## src/include/platformer_consts.svh

```systemverilog
`ifndef PLATFORMER_CONSTS_SVH
`define PLATFORMER_CONSTS_SVH

// --------------------------------------------------
// tile map geometry
// --------------------------------------------------
// tiles are 1 << 5 = 32 pixels square
`define PF_TILE_SHIFT 5
`define PF_MAP_ROWS 15
`define PF_MAP_COLS 60
// first ground row, everything from here down is solid
`define PF_GROUND_ROW 11

// --------------------------------------------------
// player
// --------------------------------------------------
// bounding box in pixels, x/y name the bottom right corner
`define PF_SELF_W 26
`define PF_SELF_H 32
// max fall speed, pixels per frame
`define PF_V_TERMINAL 6
// max walk step, pixels per frame
`define PF_MAX_VX 4
// screen window, scroll takes over past these
`define PF_MAX_X_VGA 384
`define PF_MIN_X_VGA 190
// spawn point after reset
`define PF_START_X 228
`define PF_START_Y 33

// --------------------------------------------------
// coins, tile column and row
// --------------------------------------------------
`define PF_COIN0_COL 14
`define PF_COIN0_ROW 7
`define PF_COIN1_COL 20
`define PF_COIN1_ROW 6
`define PF_COIN2_COL 30
`define PF_COIN2_ROW 8

// status records in flight before a credit must come back
`define PF_STATUS_CREDITS 2

`endif

```

## src/rtl/platformer_pkg.sv

```systemverilog
`include "platformer_consts.svh"

package platformer_pkg;

	// screen or world pixel coordinate
	typedef logic [9:0] coord_t;

	// decoded key command
	typedef enum logic [1:0] {
		MOVE_NONE,
		MOVE_LEFT,
		MOVE_RIGHT
	} move_cmd_e;

	// player position in world space, right edge and bottom row
	typedef struct packed {
		coord_t right;
		coord_t bottom;
	} player_box_t;

	// one record per accepted frame
	typedef struct packed {
		coord_t     x;
		coord_t     y;
		coord_t     scroll;
		logic [3:0] gravity;
		logic       face_left;
		logic [1:0] score;
	} frame_status_t;

	// fixed level layout, rows at or below the ground row are solid
	// platforms and pipes above ground:
	//   row 10: cols 14-17, 25-28
	//   row 9:  cols 15, 16, 26-28
	//   row 8:  cols 19, 20, 27, 28, 36, 46, 56
	//   row 7:  cols 28, 36, 46, 56
	// anything off the map counts as solid too
	function automatic logic tile_is_solid(input logic [4:0] row, input logic [5:0] col);
		logic solid;
		case (row)
			5'd10: solid = (col >= 6'd14 && col <= 6'd17) || (col >= 6'd25 && col <= 6'd28);
			5'd9: solid = (col == 6'd15) || (col == 6'd16) || (col >= 6'd26 && col <= 6'd28);
			5'd8: solid = (col == 6'd19) || (col == 6'd20) || (col == 6'd27) ||
				(col == 6'd28) || (col == 6'd36) || (col == 6'd46) || (col == 6'd56);
			5'd7: solid = (col == 6'd28) || (col == 6'd36) || (col == 6'd46) || (col == 6'd56);
			default: solid = 1'b0;
		endcase
		if (row >= `PF_GROUND_ROW || row >= `PF_MAP_ROWS || col >= `PF_MAP_COLS)
			solid = 1'b1;
		return solid;
	endfunction

endpackage

```

## src/rtl/coin_tracker.sv

```systemverilog
`timescale 1ns/1ns
`include "platformer_consts.svh"

module coin_tracker (
	input  logic                        Clk,
	input  logic                        Reset,
	input  logic                        frame_go,
	input  platformer_pkg::player_box_t box,
	output logic [1:0]                  score
);
	import platformer_pkg::*;

	localparam int NUM_COINS = 3;

	// coin sites in tile units, index order is pickup priority
	localparam logic [5:0] COIN_COL [NUM_COINS] = '{
		6'(`PF_COIN0_COL),
		6'(`PF_COIN1_COL),
		6'(`PF_COIN2_COL)
	};
	localparam logic [4:0] COIN_ROW [NUM_COINS] = '{
		5'(`PF_COIN0_ROW),
		5'(`PF_COIN1_ROW),
		5'(`PF_COIN2_ROW)
	};

	coord_t               left_px;
	coord_t               top_px;
	coord_t               col_r_px;
	coord_t               col_l_px;
	coord_t               row_b_px;
	coord_t               row_t_px;
	logic [NUM_COINS-1:0] live;
	logic [NUM_COINS-1:0] touch;
	logic [NUM_COINS-1:0] clear_sel;
	logic                 found;

	// --------------------------------------------------
	// corner tiles of the player box
	// --------------------------------------------------
	always_comb begin
		left_px = box.right - `PF_SELF_W + 1;
		top_px = box.bottom - `PF_SELF_H + 1;
		col_r_px = box.right >> `PF_TILE_SHIFT;
		col_l_px = left_px >> `PF_TILE_SHIFT;
		row_b_px = box.bottom >> `PF_TILE_SHIFT;
		row_t_px = top_px >> `PF_TILE_SHIFT;
	end

	// a corner sits in the coin tile when both its column and row match
	// four corners = either column crossed with either row
	always_comb begin
		for (int i = 0; i < NUM_COINS; i++) begin
			touch[i] = ((col_r_px[5:0] == COIN_COL[i]) || (col_l_px[5:0] == COIN_COL[i])) &&
				((row_b_px[4:0] == COIN_ROW[i]) || (row_t_px[4:0] == COIN_ROW[i]));
		end
	end

	// at most one pickup per frame, lowest index wins
	always_comb begin
		found = 1'b0;
		for (int i = 0; i < NUM_COINS; i++) begin
			clear_sel[i] = live[i] && touch[i] && !found;
			found = found | clear_sel[i];
		end
	end

	always_ff @(posedge Clk or posedge Reset) begin
		if (Reset) begin
			live <= '1;
		end else if (frame_go) begin
			live <= live & ~clear_sel;
		end
	end

	// score is just the number of coins gone
	always_comb begin
		score = 2'd0;
		for (int i = 0; i < NUM_COINS; i++) begin
			if (!live[i])
				score = score + 2'd1;
		end
	end

endmodule

```

## src/rtl/frame_status_tx.sv

```systemverilog
`timescale 1ns/1ns
`include "platformer_consts.svh"

module frame_status_tx (
	input  logic                          Clk,
	input  logic                          Reset,
	input  logic                          frame_tick,
	input  logic                          credit_return,
	input  platformer_pkg::coord_t        x,
	input  platformer_pkg::coord_t        y,
	input  platformer_pkg::coord_t        scroll,
	input  logic [3:0]                    gravity,
	input  logic                          face_left,
	input  logic [1:0]                    score,
	output logic                          frame_go,
	output logic                          status_valid,
	output platformer_pkg::frame_status_t status
);
	import platformer_pkg::*;

	localparam int CREDIT_W = $clog2(`PF_STATUS_CREDITS + 1);
	localparam logic [CREDIT_W-1:0] CREDIT_MAX = CREDIT_W'(`PF_STATUS_CREDITS);

	logic [CREDIT_W-1:0] credits;

	// --------------------------------------------------
	// credit gate
	// --------------------------------------------------
	// a tick with no credit is dropped, nothing moves
	assign frame_go = frame_tick && (credits != '0);

	always_ff @(posedge Clk or posedge Reset) begin
		if (Reset) begin
			credits <= CREDIT_MAX;
		end else begin
			case ({credit_return, frame_go})
				// return only, never above the starting pool
				2'b10: begin
					if (credits != CREDIT_MAX)
						credits <= credits + 1'b1;
				end
				// spend only
				2'b01: credits <= credits - 1'b1;
				// both or neither, count stays
				default: credits <= credits;
			endcase
		end
	end

	// valid follows the accepted tick by one cycle
	always_ff @(posedge Clk or posedge Reset) begin
		if (Reset) begin
			status_valid <= 1'b0;
		end else begin
			status_valid <= frame_go;
		end
	end

	// fields are the producers' state registers, which took the frame
	// update at the same edge that raised valid
	// they hold until the next accepted tick, so the record is stable
	// for the whole valid cycle
	assign status = '{
		x: x,
		y: y,
		scroll: scroll,
		gravity: gravity,
		face_left: face_left,
		score: score
	};

endmodule

```

## src/rtl/key_decoder.sv

```systemverilog
`timescale 1ns/1ns

module key_decoder (
	input  logic                      Clk,
	input  logic                      Reset,
	input  logic [31:0]               keycode,
	input  logic                      frame_go,
	output platformer_pkg::move_cmd_e move,
	output logic                      face_left
);
	import platformer_pkg::*;

	// usb hid scan codes
	localparam logic [31:0] KEY_A = 32'h0000_0004;
	localparam logic [31:0] KEY_D = 32'h0000_0007;

	// single key only, combos and other codes mean stand still
	always_comb begin
		case (keycode)
			KEY_A: move = MOVE_LEFT;
			KEY_D: move = MOVE_RIGHT;
			default: move = MOVE_NONE;
		endcase
	end

	// --------------------------------------------------
	// facing direction, sprite mirror flag
	// --------------------------------------------------
	// only moves on accepted frames so a dropped tick leaves it alone
	always_ff @(posedge Clk or posedge Reset) begin
		if (Reset) begin
			face_left <= 1'b0;
		end else if (frame_go) begin
			case (move)
				MOVE_LEFT: face_left <= 1'b1;
				MOVE_RIGHT: face_left <= 1'b0;
				// no key, keep last facing
				default: face_left <= face_left;
			endcase
		end
	end

endmodule

```

## src/rtl/platformer_core.sv

```systemverilog
`timescale 1ns/1ns

module platformer_core (
	input  logic                          Clk,
	input  logic                          Reset,
	input  logic [31:0]                   keycode,
	input  logic                          frame_tick,
	input  logic                          credit_return,
	output logic                          status_valid,
	output platformer_pkg::frame_status_t status
);
	import platformer_pkg::*;

	move_cmd_e   move;
	logic        face_left;
	logic        frame_go;
	coord_t      x;
	coord_t      y;
	coord_t      scroll;
	logic [3:0]  gravity;
	player_box_t box;
	logic [1:0]  score;

	// --------------------------------------------------
	// input side
	// --------------------------------------------------
	key_decoder u_key_decoder (
		.Clk       (Clk),
		.Reset     (Reset),
		.keycode   (keycode),
		.frame_go  (frame_go),
		.move      (move),
		.face_left (face_left)
	);

	// --------------------------------------------------
	// per frame update
	// --------------------------------------------------
	player_physics u_player_physics (
		.Clk      (Clk),
		.Reset    (Reset),
		.frame_go (frame_go),
		.move     (move),
		.x        (x),
		.y        (y),
		.scroll   (scroll),
		.gravity  (gravity),
		.box      (box)
	);

	// sees the pre-update box, same edge as the move
	coin_tracker u_coin_tracker (
		.Clk      (Clk),
		.Reset    (Reset),
		.frame_go (frame_go),
		.box      (box),
		.score    (score)
	);

	// output side, also owns frame acceptance
	frame_status_tx u_frame_status_tx (
		.Clk           (Clk),
		.Reset         (Reset),
		.frame_tick    (frame_tick),
		.credit_return (credit_return),
		.x             (x),
		.y             (y),
		.scroll        (scroll),
		.gravity       (gravity),
		.face_left     (face_left),
		.score         (score),
		.frame_go      (frame_go),
		.status_valid  (status_valid),
		.status        (status)
	);

endmodule

```

## src/rtl/player_physics.sv

```systemverilog
`timescale 1ns/1ns
`include "platformer_consts.svh"

module player_physics (
	input  logic                        Clk,
	input  logic                        Reset,
	input  logic                        frame_go,
	input  platformer_pkg::move_cmd_e   move,
	output platformer_pkg::coord_t      x,
	output platformer_pkg::coord_t      y,
	output platformer_pkg::coord_t      scroll,
	output logic [3:0]                  gravity,
	output platformer_pkg::player_box_t box
);
	import platformer_pkg::*;

	// all four tiles under two pixel rows by two pixel columns are clear
	function automatic logic corners_clear(
		input coord_t row_a,
		input coord_t row_b,
		input coord_t col_a,
		input coord_t col_b
	);
		coord_t ra;
		coord_t rb;
		coord_t ca;
		coord_t cb;
		ra = row_a >> `PF_TILE_SHIFT;
		rb = row_b >> `PF_TILE_SHIFT;
		ca = col_a >> `PF_TILE_SHIFT;
		cb = col_b >> `PF_TILE_SHIFT;
		return !tile_is_solid(ra[4:0], ca[5:0]) && !tile_is_solid(ra[4:0], cb[5:0]) &&
			!tile_is_solid(rb[4:0], ca[5:0]) && !tile_is_solid(rb[4:0], cb[5:0]);
	endfunction

	coord_t     world_right;
	coord_t     world_left;
	coord_t     top_px;
	coord_t     fall_probe;
	logic       in_air;
	logic [3:0] gravity_next;
	coord_t     y_next;
	logic [2:0] step_mag;
	coord_t     step;
	coord_t     x_stepped;
	coord_t     left_stepped;
	coord_t     x_next;
	coord_t     scroll_next;

	// player in world space, x is the screen position
	assign world_right = x + scroll;
	assign world_left = world_right - `PF_SELF_W;
	assign top_px = y - `PF_SELF_H;
	assign box = '{right: world_right, bottom: y};

	// --------------------------------------------------
	// vertical, gravity and ground snap
	// --------------------------------------------------
	always_comb begin
		fall_probe = y + coord_t'(gravity) + 10'd1;
		in_air = corners_clear(fall_probe, fall_probe, world_left, world_right);
		if (in_air) begin
			// free fall, accelerate to terminal
			if (gravity >= `PF_V_TERMINAL)
				gravity_next = 4'(`PF_V_TERMINAL);
			else
				gravity_next = gravity + 4'd1;
		end else begin
			// ground ahead, take the biggest step that stays clear
			// ascending scan so the last hit is the largest
			gravity_next = 4'd0;
			for (int k = 1; k < `PF_V_TERMINAL; k++) begin
				if (corners_clear(y + coord_t'(k), y + coord_t'(k), world_left, world_right))
					gravity_next = 4'(k);
			end
		end
		y_next = y + coord_t'(gravity_next);
	end

	// --------------------------------------------------
	// horizontal, wall limit then window / scroll split
	// --------------------------------------------------
	always_comb begin
		step_mag = 3'd0;
		for (int s = 1; s <= `PF_MAX_VX; s++) begin
			// leading edge moved by s, checked at top and bottom
			if (move == MOVE_RIGHT) begin
				if (corners_clear(y, top_px, world_right + coord_t'(s), world_right + coord_t'(s)))
					step_mag = 3'(s);
			end else if (move == MOVE_LEFT) begin
				if (corners_clear(y, top_px, world_left + 10'd1 - coord_t'(s),
					world_left + 10'd1 - coord_t'(s)))
					step_mag = 3'(s);
			end
		end

		// two's complement step, left is negative
		if (move == MOVE_LEFT)
			step = 10'd0 - coord_t'(step_mag);
		else
			step = coord_t'(step_mag);

		x_stepped = x + step;
		left_stepped = x - `PF_SELF_W + step;

		if (x_stepped > `PF_MAX_X_VGA) begin
			// pushing past right window edge, world slides instead
			scroll_next = scroll + step;
			x_next = `PF_MAX_X_VGA;
		end else if (left_stepped <= `PF_MIN_X_VGA) begin
			// same on the left edge
			scroll_next = scroll + step;
			x_next = `PF_MIN_X_VGA + `PF_SELF_W - 1;
		end else begin
			scroll_next = scroll;
			x_next = x_stepped;
		end
	end

	// state moves only on accepted frames
	always_ff @(posedge Clk or posedge Reset) begin
		if (Reset) begin
			x <= `PF_START_X;
			y <= `PF_START_Y;
			scroll <= '0;
			gravity <= 4'd0;
		end else if (frame_go) begin
			x <= x_next;
			y <= y_next;
			scroll <= scroll_next;
			gravity <= gravity_next;
		end
	end

endmodule
```

## config.mk

```make
export PLATFORM = sky130hd
export DESIGN_NAME = platformer_core
export DESIGN_NICKNAME = d
export VERILOG_FILES = /design/src/rtl/platformer_pkg.sv /design/src/rtl/coin_tracker.sv /design/src/rtl/frame_status_tx.sv /design/src/rtl/key_decoder.sv /design/src/rtl/platformer_core.sv /design/src/rtl/player_physics.sv
export VERILOG_INCLUDE_DIRS = /design/src /design/src/include
export SDC_FILE = /design/constraint.sdc
export NUM_CORES = 1
export LEC_CHECK = 0
export ABC_AREA = 1
export BUFFER_PORTS_ARGS = -buffer_cell sky130_fd_sc_hd__buf_2
export CELL_PAD_IN_SITES_DETAIL_PLACEMENT = 0
export CELL_PAD_IN_SITES_GLOBAL_PLACEMENT = 1
export CORE_MARGIN = 1.5
export CORE_UTILIZATION = 43
export DETAILED_ROUTE_END_ITERATION = 16
export PLACE_DENSITY = 0.81
export SLEW_MARGIN = 20
export SYNTH_ARGS = -nofsm -noshare
export SYNTH_HDL_FRONTEND = slang
export SYNTH_SLANG_ARGS = --single-unit
```

## constraint.sdc

```tcl
create_clock -name Clk -period 9.16 [get_ports Clk]
set_input_delay 1.374 -clock Clk [delete_from_list [all_inputs] [get_ports Clk]]
set_output_delay 1.374 -clock Clk [all_outputs]
set_load 0.02 [all_outputs]
```

==> out/qor.csv, run 1 <==
metric;value;unit
vias in the first global route;8596;
CTS H-Tree Depth;2;
Post-CTS Resized;0;
die height;144;um
clock tree from TritonCTS;done;
Routed Wire Length;25400;um
synthesized flop and latch total;41;
via count;9401;
Horiz. Die Dim;144;um
aggregate negative setup slack;0;ps
Antenna diodes;0;
number of nets produced by synthesis;1572;
Clock Path Buffers;2;
count of input and output buffers;73;
share of layout cells above drive strength 1;12.8;%
Synth Area per Inst;5.87;um^2
dominant combinational cell family by area after synthesis;simple AND/OR/NAND/NOR gates;
unrepaired setup endpoints after global routing;false;
startpoint class of the critical path;flip-flop;
peak per-stage delay on the critical path;650;ps
Most used DFF post-synth;sky130_fd_sc_hd__dfrtp_1;
Detailed Route Iter0 Violations;638;
required time worst endpoint;9330;ps
first-pass GRT wire length;41600;um
leakage power of the design;4.97;nW
wire length per cell after detailed routing;14.2;um
post-synthesis share of cell area spent on and, or, nand and nor gates;47.1;%
mean number of vias per cell;5.25;
number of buffers added by the clock tree synthesis step;5;
Max Clock Skew;7.63;ps
Int Pwr;752;uW
fraction of the mapped netlist area in compound gates;11.6;%
xor/xnor cell area share of the yosys netlist;6.91;%
main area contributors after synthesis;sky130_fd_sc_hd__nand2_1, sky130_fd_sc_hd__ha_1, sky130_fd_sc_hd__dfrtp_1;
switching power share of the total;61.3;%
net count reported at finish;1639;
maximum net fanout on the critical path;12;
total I/O pin count;74;
list of most frequent post-synthesis cells;sky130_fd_sc_hd__nand2_1, sky130_fd_sc_hd__inv_1, sky130_fd_sc_hd__nor2_1;
power spent charging and discharging nets;1.19;mW
proportion of synthesized area in mux cells;0;%
final cycle utilization of the critical path;88.3;%
max-slew violation count;0;
Period minus WS final;8090;ps
Post-Synthesis Cell Area;8550;um^2
Synthesis Warnings;0;
critical-path cell with the highest stage delay;sky130_fd_sc_hd__fa_1;
sinks on the clock net;41;
Hold-fix buffers, CTS;0;
Root Buffer;sky130_fd_sc_hd__clkbuf_16;
final antenna-violating net count;0;
post-synth cell types;56;
Overflow after GRT;0;
fraction of the mapped netlist area in adder cells;12.0;%
final hold violation count;0;
Final GP Congestion;0.918;
Least-Margin Pin Slew;1030;ps
relative slew slack;30.7;%
maximum resistive drop on vdd;0.106;mV
post-synthesis cell type with the largest combined area;sky130_fd_sc_hd__nand2_1;
overall routing resource usage;24.9;%
Setup Viol. Count Final;0;
post-CTS repair timing setup buffer count;0;
area share of the largest cell type after synthesis;18.3;%
post-synthesis to final-layout area growth;8.87;%
FMAX;0.124;GHz
number of enable flip-flop cells after synthesis;0;
share of the core filled with cells;47.8;%
Pre-Repair DR Iteration Count;5;
Crit Path Class;flip-flop to flip-flop;
number of remaining DRC errors;0;
combinational share of power;76.3;%
power density over the cells;209;nW/um^2
initial standard-cell utilization of the core;43.9;%
clock power share;8.8;%
largest net degree at the start of global routing;42;
Total Die Area;20700;um^2
CP most frequent cell;sky130_fd_sc_hd__nand2_1;
kind of end point of the critical path;flip-flop;
tightest hold margin;464;ps
insertion delay of the later-clocked pin in the worst-skew pair;280;ps
cell count after synthesis;1458;
register share of total power;14.9;%
run status;finished, final reports clean;
max cap viols;0;
Site Rows;51;
arrival time of the worst setup path;8260;ps
fraction of registers with async set or reset after synthesis;100;%
core outline area;19500;um^2
clock-pin slew on the worst setup and hold paths;60;ps
most frequent cell after synthesis;sky130_fd_sc_hd__nand2_1;
fraction of the yosys area taken by sequential cells;12.1;%
worst hold path class;flip-flop to flip-flop;
initial antenna violation count;0;
Final HPWL DP;20600;um
[sequential cells by signal (all words and copies together), names as in the netlist]
| register | flops |
|---|---|
| u_player_physics.x | 10 |
| u_coin_tracker.live | 3 |
| u_player_physics.scroll | 10 |
| u_frame_status_tx.credits | 2 |
| u_key_decoder.face_left | 1 |
| u_player_physics.gravity | 4 |
| u_frame_status_tx.status_valid | 1 |
| u_player_physics.y | 10 |
[cell families after synthesis]
logic type,after synthesis
AOI/OAI and AO/OA,169
xor gates and xnor gates,65
adders and majority gates,78
buffers and inverters,220
DFF,41
other,1
and+or+nand+nor,884
[area by class of cell]
type | count | area (um^2)
multi-input cells | 1197 | 6640
well taps | 265 | 332
fillers | 2119 | 10200
flip-flops and latches | 41 | 1040
inverters | 202 | 758
repair buffers | 78 | 403
clock buffers | 8 | 136
[final timing paths]
path | from | endpoint | slack (ps) | cells past startpoint
worst min-delay path | u_coin_tracker.live[1] | u_coin_tracker.live[1] | 460 | 2
worst max-delay path | u_player_physics.scroll[0] | u_player_physics.scroll[6] | 1070 | 53
worst max register to register | u_player_physics.scroll[0] | u_player_physics.scroll[6] | 1070 | 53
min in group asynchronous | Reset | u_player_physics.gravity[3] | 1290 | 2
worst min register to register | u_coin_tracker.live[1] | u_coin_tracker.live[1] | 460 | 2
max in group asynchronous | Reset | u_player_physics.scroll[4] | 7280 | 2
[layer usage]
layer	global-route usage [%]	wire [um]	part of all wire (%)
met4	6.02	473	1.9
met2	43.3	11900	47
met1	33.1	12100	47
met3	2.28	990	3.9
met5	0	0	0
[metrics by stage]
step / setup slack [ps] / instance area [um^2] / total power [mW] / cells
global route: 154 / 9310 / 2.14 / 1791
CTS: 1080 / 9310 / 1.94 / 1791
finish: 1070 / 9310 / 1.94 / 1791
global placement: 1240 / 9170 / 1.76 / 1783
floorplan: 2070 / 8550 / 1.42 / 1458
detailed placement: 1080 / 9170 / 1.76 / 1783
[worst max-delay path: cells and delay by family, from the launching register on]
family | cells | cell delay (ps)
fa+ha+maj | 7 | 2290
compound gates | 5 | 970
flops | 1 | 420
buf+inv | 8 | 780
simple gates | 32 | 3340
xor+xnor | 1 | 150
[power by group through the flow]
stage          Sequential, mW  Combinational [mW]  Clock (mW)
2_1_floorplan           0.292                1.13           0
3_3_place_gp            0.290                1.47           0
3_5_place_dp            0.292                1.47           0
4_1_cts                 0.288                1.48       0.176
5_1_grt                 0.296                1.66       0.183
6_report                0.289                1.48       0.171
[placed cells by master, fill, tap and decap left out, types with 11 or more instances in the layout]
cell type                 synthesis  routed
sky130_fd_sc_hd__a21oi_1         58      58
sky130_fd_sc_hd__buf_2            0      73
sky130_fd_sc_hd__dfrtp_1         31      31
sky130_fd_sc_hd__ha_1            71      71
sky130_fd_sc_hd__inv_1          186     185
sky130_fd_sc_hd__inv_2           12      13
sky130_fd_sc_hd__nand2_1        417     417
sky130_fd_sc_hd__nand2_2         41      41
sky130_fd_sc_hd__nand3_1        129     129
sky130_fd_sc_hd__nand3_2         11      11
sky130_fd_sc_hd__nand4_1         25      25
sky130_fd_sc_hd__nor2_1         168     168
sky130_fd_sc_hd__nor2_2          11      11
sky130_fd_sc_hd__nor3_1          36      35
sky130_fd_sc_hd__nor4_1          18      18
sky130_fd_sc_hd__o21ai_0         48      48
sky130_fd_sc_hd__o21ai_1         13      13
sky130_fd_sc_hd__xor2_1          53      53
Note: power is estimated with default switching activity, not from simulation.
==> run 2, diff against run 1 <==
--- a/config.mk
+++ b/config.mk
@@ -10,10 +10,10 @@
 export BUFFER_PORTS_ARGS = -buffer_cell sky130_fd_sc_hd__buf_2
 export CELL_PAD_IN_SITES_DETAIL_PLACEMENT = 0
 export CELL_PAD_IN_SITES_GLOBAL_PLACEMENT = 1
-export CORE_MARGIN = 1.5
+export CORE_MARGIN = 1
 export CORE_UTILIZATION = 43
 export DETAILED_ROUTE_END_ITERATION = 16
-export PLACE_DENSITY = 0.81
+export PLACE_DENSITY = 0.86
 export SLEW_MARGIN = 20
 export SYNTH_ARGS = -nofsm -noshare
 export SYNTH_HDL_FRONTEND = slang
==> run 2 against run 1 <==
  * Via count is 0.24% lower
  * Die area fell by 1.4%
  * Critical path depth is the same
  * Clock skew fell by 2.8 ps
  * Combinational power hardly changed
  * Hold slack gained 6.2 ps
  * Register-to-register slack worse by 120 ps
  * Sequential cell count stayed put
  * Global-route usage up 0.73 points
  * Final cell count is essentially flat
  * First-iteration DRC count decreased by 17%
  * Largest cell class unchanged
==> out/qor.csv, run 2 (synthesis gave the netlist of run 1 again) <==
metric;value;unit
Least-Margin Pin Slew;1130;ps
power density over the cells;210;nW/um^2
clock tree from TritonCTS;done;
peak per-stage delay on the critical path;640;ps
final antenna-violating net count;0;
Pre-Repair DR Iteration Count;5;
Max Clock Skew;4.87;ps
crit path launch;u_player_physics.scroll[0];
arrival time of the worst setup path;8380;ps
Antenna diodes;0;
count of input and output buffers;73;
placed cells;1784;
Routed Wire Length;25100;um
Hold-fix buffers, CTS;0;
post-synthesis to final-layout area growth;8.97;%
share of layout cells above drive strength 1;12.9;%
Cells on Worst Hold Path;2;
total I/O pin count;74;
startpoint class of the critical path;flip-flop;
kind of end point of the critical path;flip-flop;
overall routing resource usage;25.6;%
Total Die Area;20500;um^2
insertion delay of the later-clocked pin in the worst-skew pair;290;ps
share of the core filled with cells;47.9;%
unrepaired setup endpoints after global routing;false;
Worst R2R Start;u_player_physics.scroll[0];
Setup Viol. Count Final;0;
die height;143;um
via count;9378;
maximum resistive drop on vdd;0.156;mV
critical-path cell with the highest stage delay;sky130_fd_sc_hd__fa_1;
Overflow after GRT;0;
sinks on the clock net;41;
net count reported at finish;1640;
aggregate negative setup slack;0;ps
Final HPWL DP;20100;um
final hold violation count;0;
first-pass GRT wire length;42400;um
maximum net fanout on the critical path;12;
core outline area;19500;um^2
post-CTS repair timing setup buffer count;0;
Horiz. Die Dim;143;um
tightest hold margin;470;ps
CP most frequent cell;sky130_fd_sc_hd__nand2_1;
max-slew violation count;0;
vias in the first global route;8850;
filler-free cell count of the finished design;1792;
critical hold path startpoint;u_coin_tracker.live[1];
CTS H-Tree Depth;2;
FMAX;0.122;GHz
Non-Filler Cell Area, Final;9320;um^2
leakage power of the design;4.98;nW
Crit Path Class;flip-flop to flip-flop;
most used cells in the layout excluding fill and tap cells;sky130_fd_sc_hd__nand2_1, sky130_fd_sc_hd__inv_1, sky130_fd_sc_hd__nor2_1;
relative slew slack;24.3;%
initial antenna violation count;0;
mean number of vias per cell;5.23;
number of cell instances on the worst register-to-register path;53;
post-detailed-placement cell area;9180;um^2
clock-pin slew on the worst setup and hold paths;70;ps
run status;finished, final reports clean;
registers with the highest flip-flop counts;u_player_physics.scroll x10, u_player_physics.x x10, u_player_physics.y x10;
total of fill cells in the finished design;2144;
worst hold path class;flip-flop to flip-flop;
Detailed Route Iter0 Violations;531;
required time worst endpoint;9330;ps
final cycle utilization of the critical path;89.6;%
reg-to-reg setup timing slack;950;ps
Root Buffer;sky130_fd_sc_hd__clkbuf_16;
Clock Path Buffers;2;
number of remaining DRC errors;0;
Post-CTS Resized;0;
wire length per cell after detailed routing;14.0;um
number of buffers added by the clock tree synthesis step;5;
initial standard-cell utilization of the core;43.9;%
max cap viols;0;
Site Rows;51;
Period minus WS final;8210;ps
most common library cell in the layout ignoring fill and taps;sky130_fd_sc_hd__nand2_1;
Final GP Congestion;0.917;
largest net degree at the start of global routing;42;
run 2: worst paths after layout:
check / endpoint
hold / removal: u_coin_tracker.live[1]
hold reg to reg: u_coin_tracker.live[1]
setup reg to reg: u_player_physics.scroll[2]
min in group asynchronous: u_player_physics.gravity[3]
max in group asynchronous: u_player_physics.scroll[2]
setup / recovery: u_player_physics.scroll[2]
run 2: layer usage:
metal / up-vias / share of wire, % / GRT usage (%)
met2: 205 / 47 / 44.4
met1: 4266 / 48 / 33.8
met5: - / 0 / 0
met4: 0 / 2.1 / 7.70
met3: 37 / 3.3 / 1.95
li1: 4870 / - / -
run 2: report_power, final:
| part | total, mW | internal (mW) | switching, mW | leakage [nW] |
|---|---|---|---|---|
| clock network | 0.183 | 0.100 | 0.0824 | 0.0696 |
| logic | 1.49 | 0.428 | 1.06 | 4.40 |
| registers | 0.286 | 0.222 | 0.0643 | 0.513 |
run 2: cell type report:
cell class,count,area (um^2),area share [%]
Sequential cell,41,1040,11.1
Clock inverter,3,17.5,0.188
Tap cell,265,332,3.56
Timing Repair Buffer,79,410,4.40
Clock buffer,5,125,1.34
Inverter,202,758,8.14
Multi-Input combinational cell,1197,6640,71.2
run 2: through the flow:
stage / worst slack (ps) / total power, mW
after floorplan: 2070 / 1.42
after global placement: 1160 / 1.75
after detailed placement: 1020 / 1.76
after CTS: 990 / 1.95
after global routing: 37.6 / 2.16
final: 950 / 1.95
run 2: critical path: cells and delay by family, from the launching register on:
| kind | cells | cell delay [ps] |
|---|---|---|
| adders and majority gates | 7 | 2270 |
| DFF | 1 | 430 |
| and+or+nand+nor | 31 | 3420 |
| AOI/OAI and AO/OA | 6 | 1030 |
| xor gates and xnor gates | 1 | 150 |
| buffers and inverters | 8 | 770 |
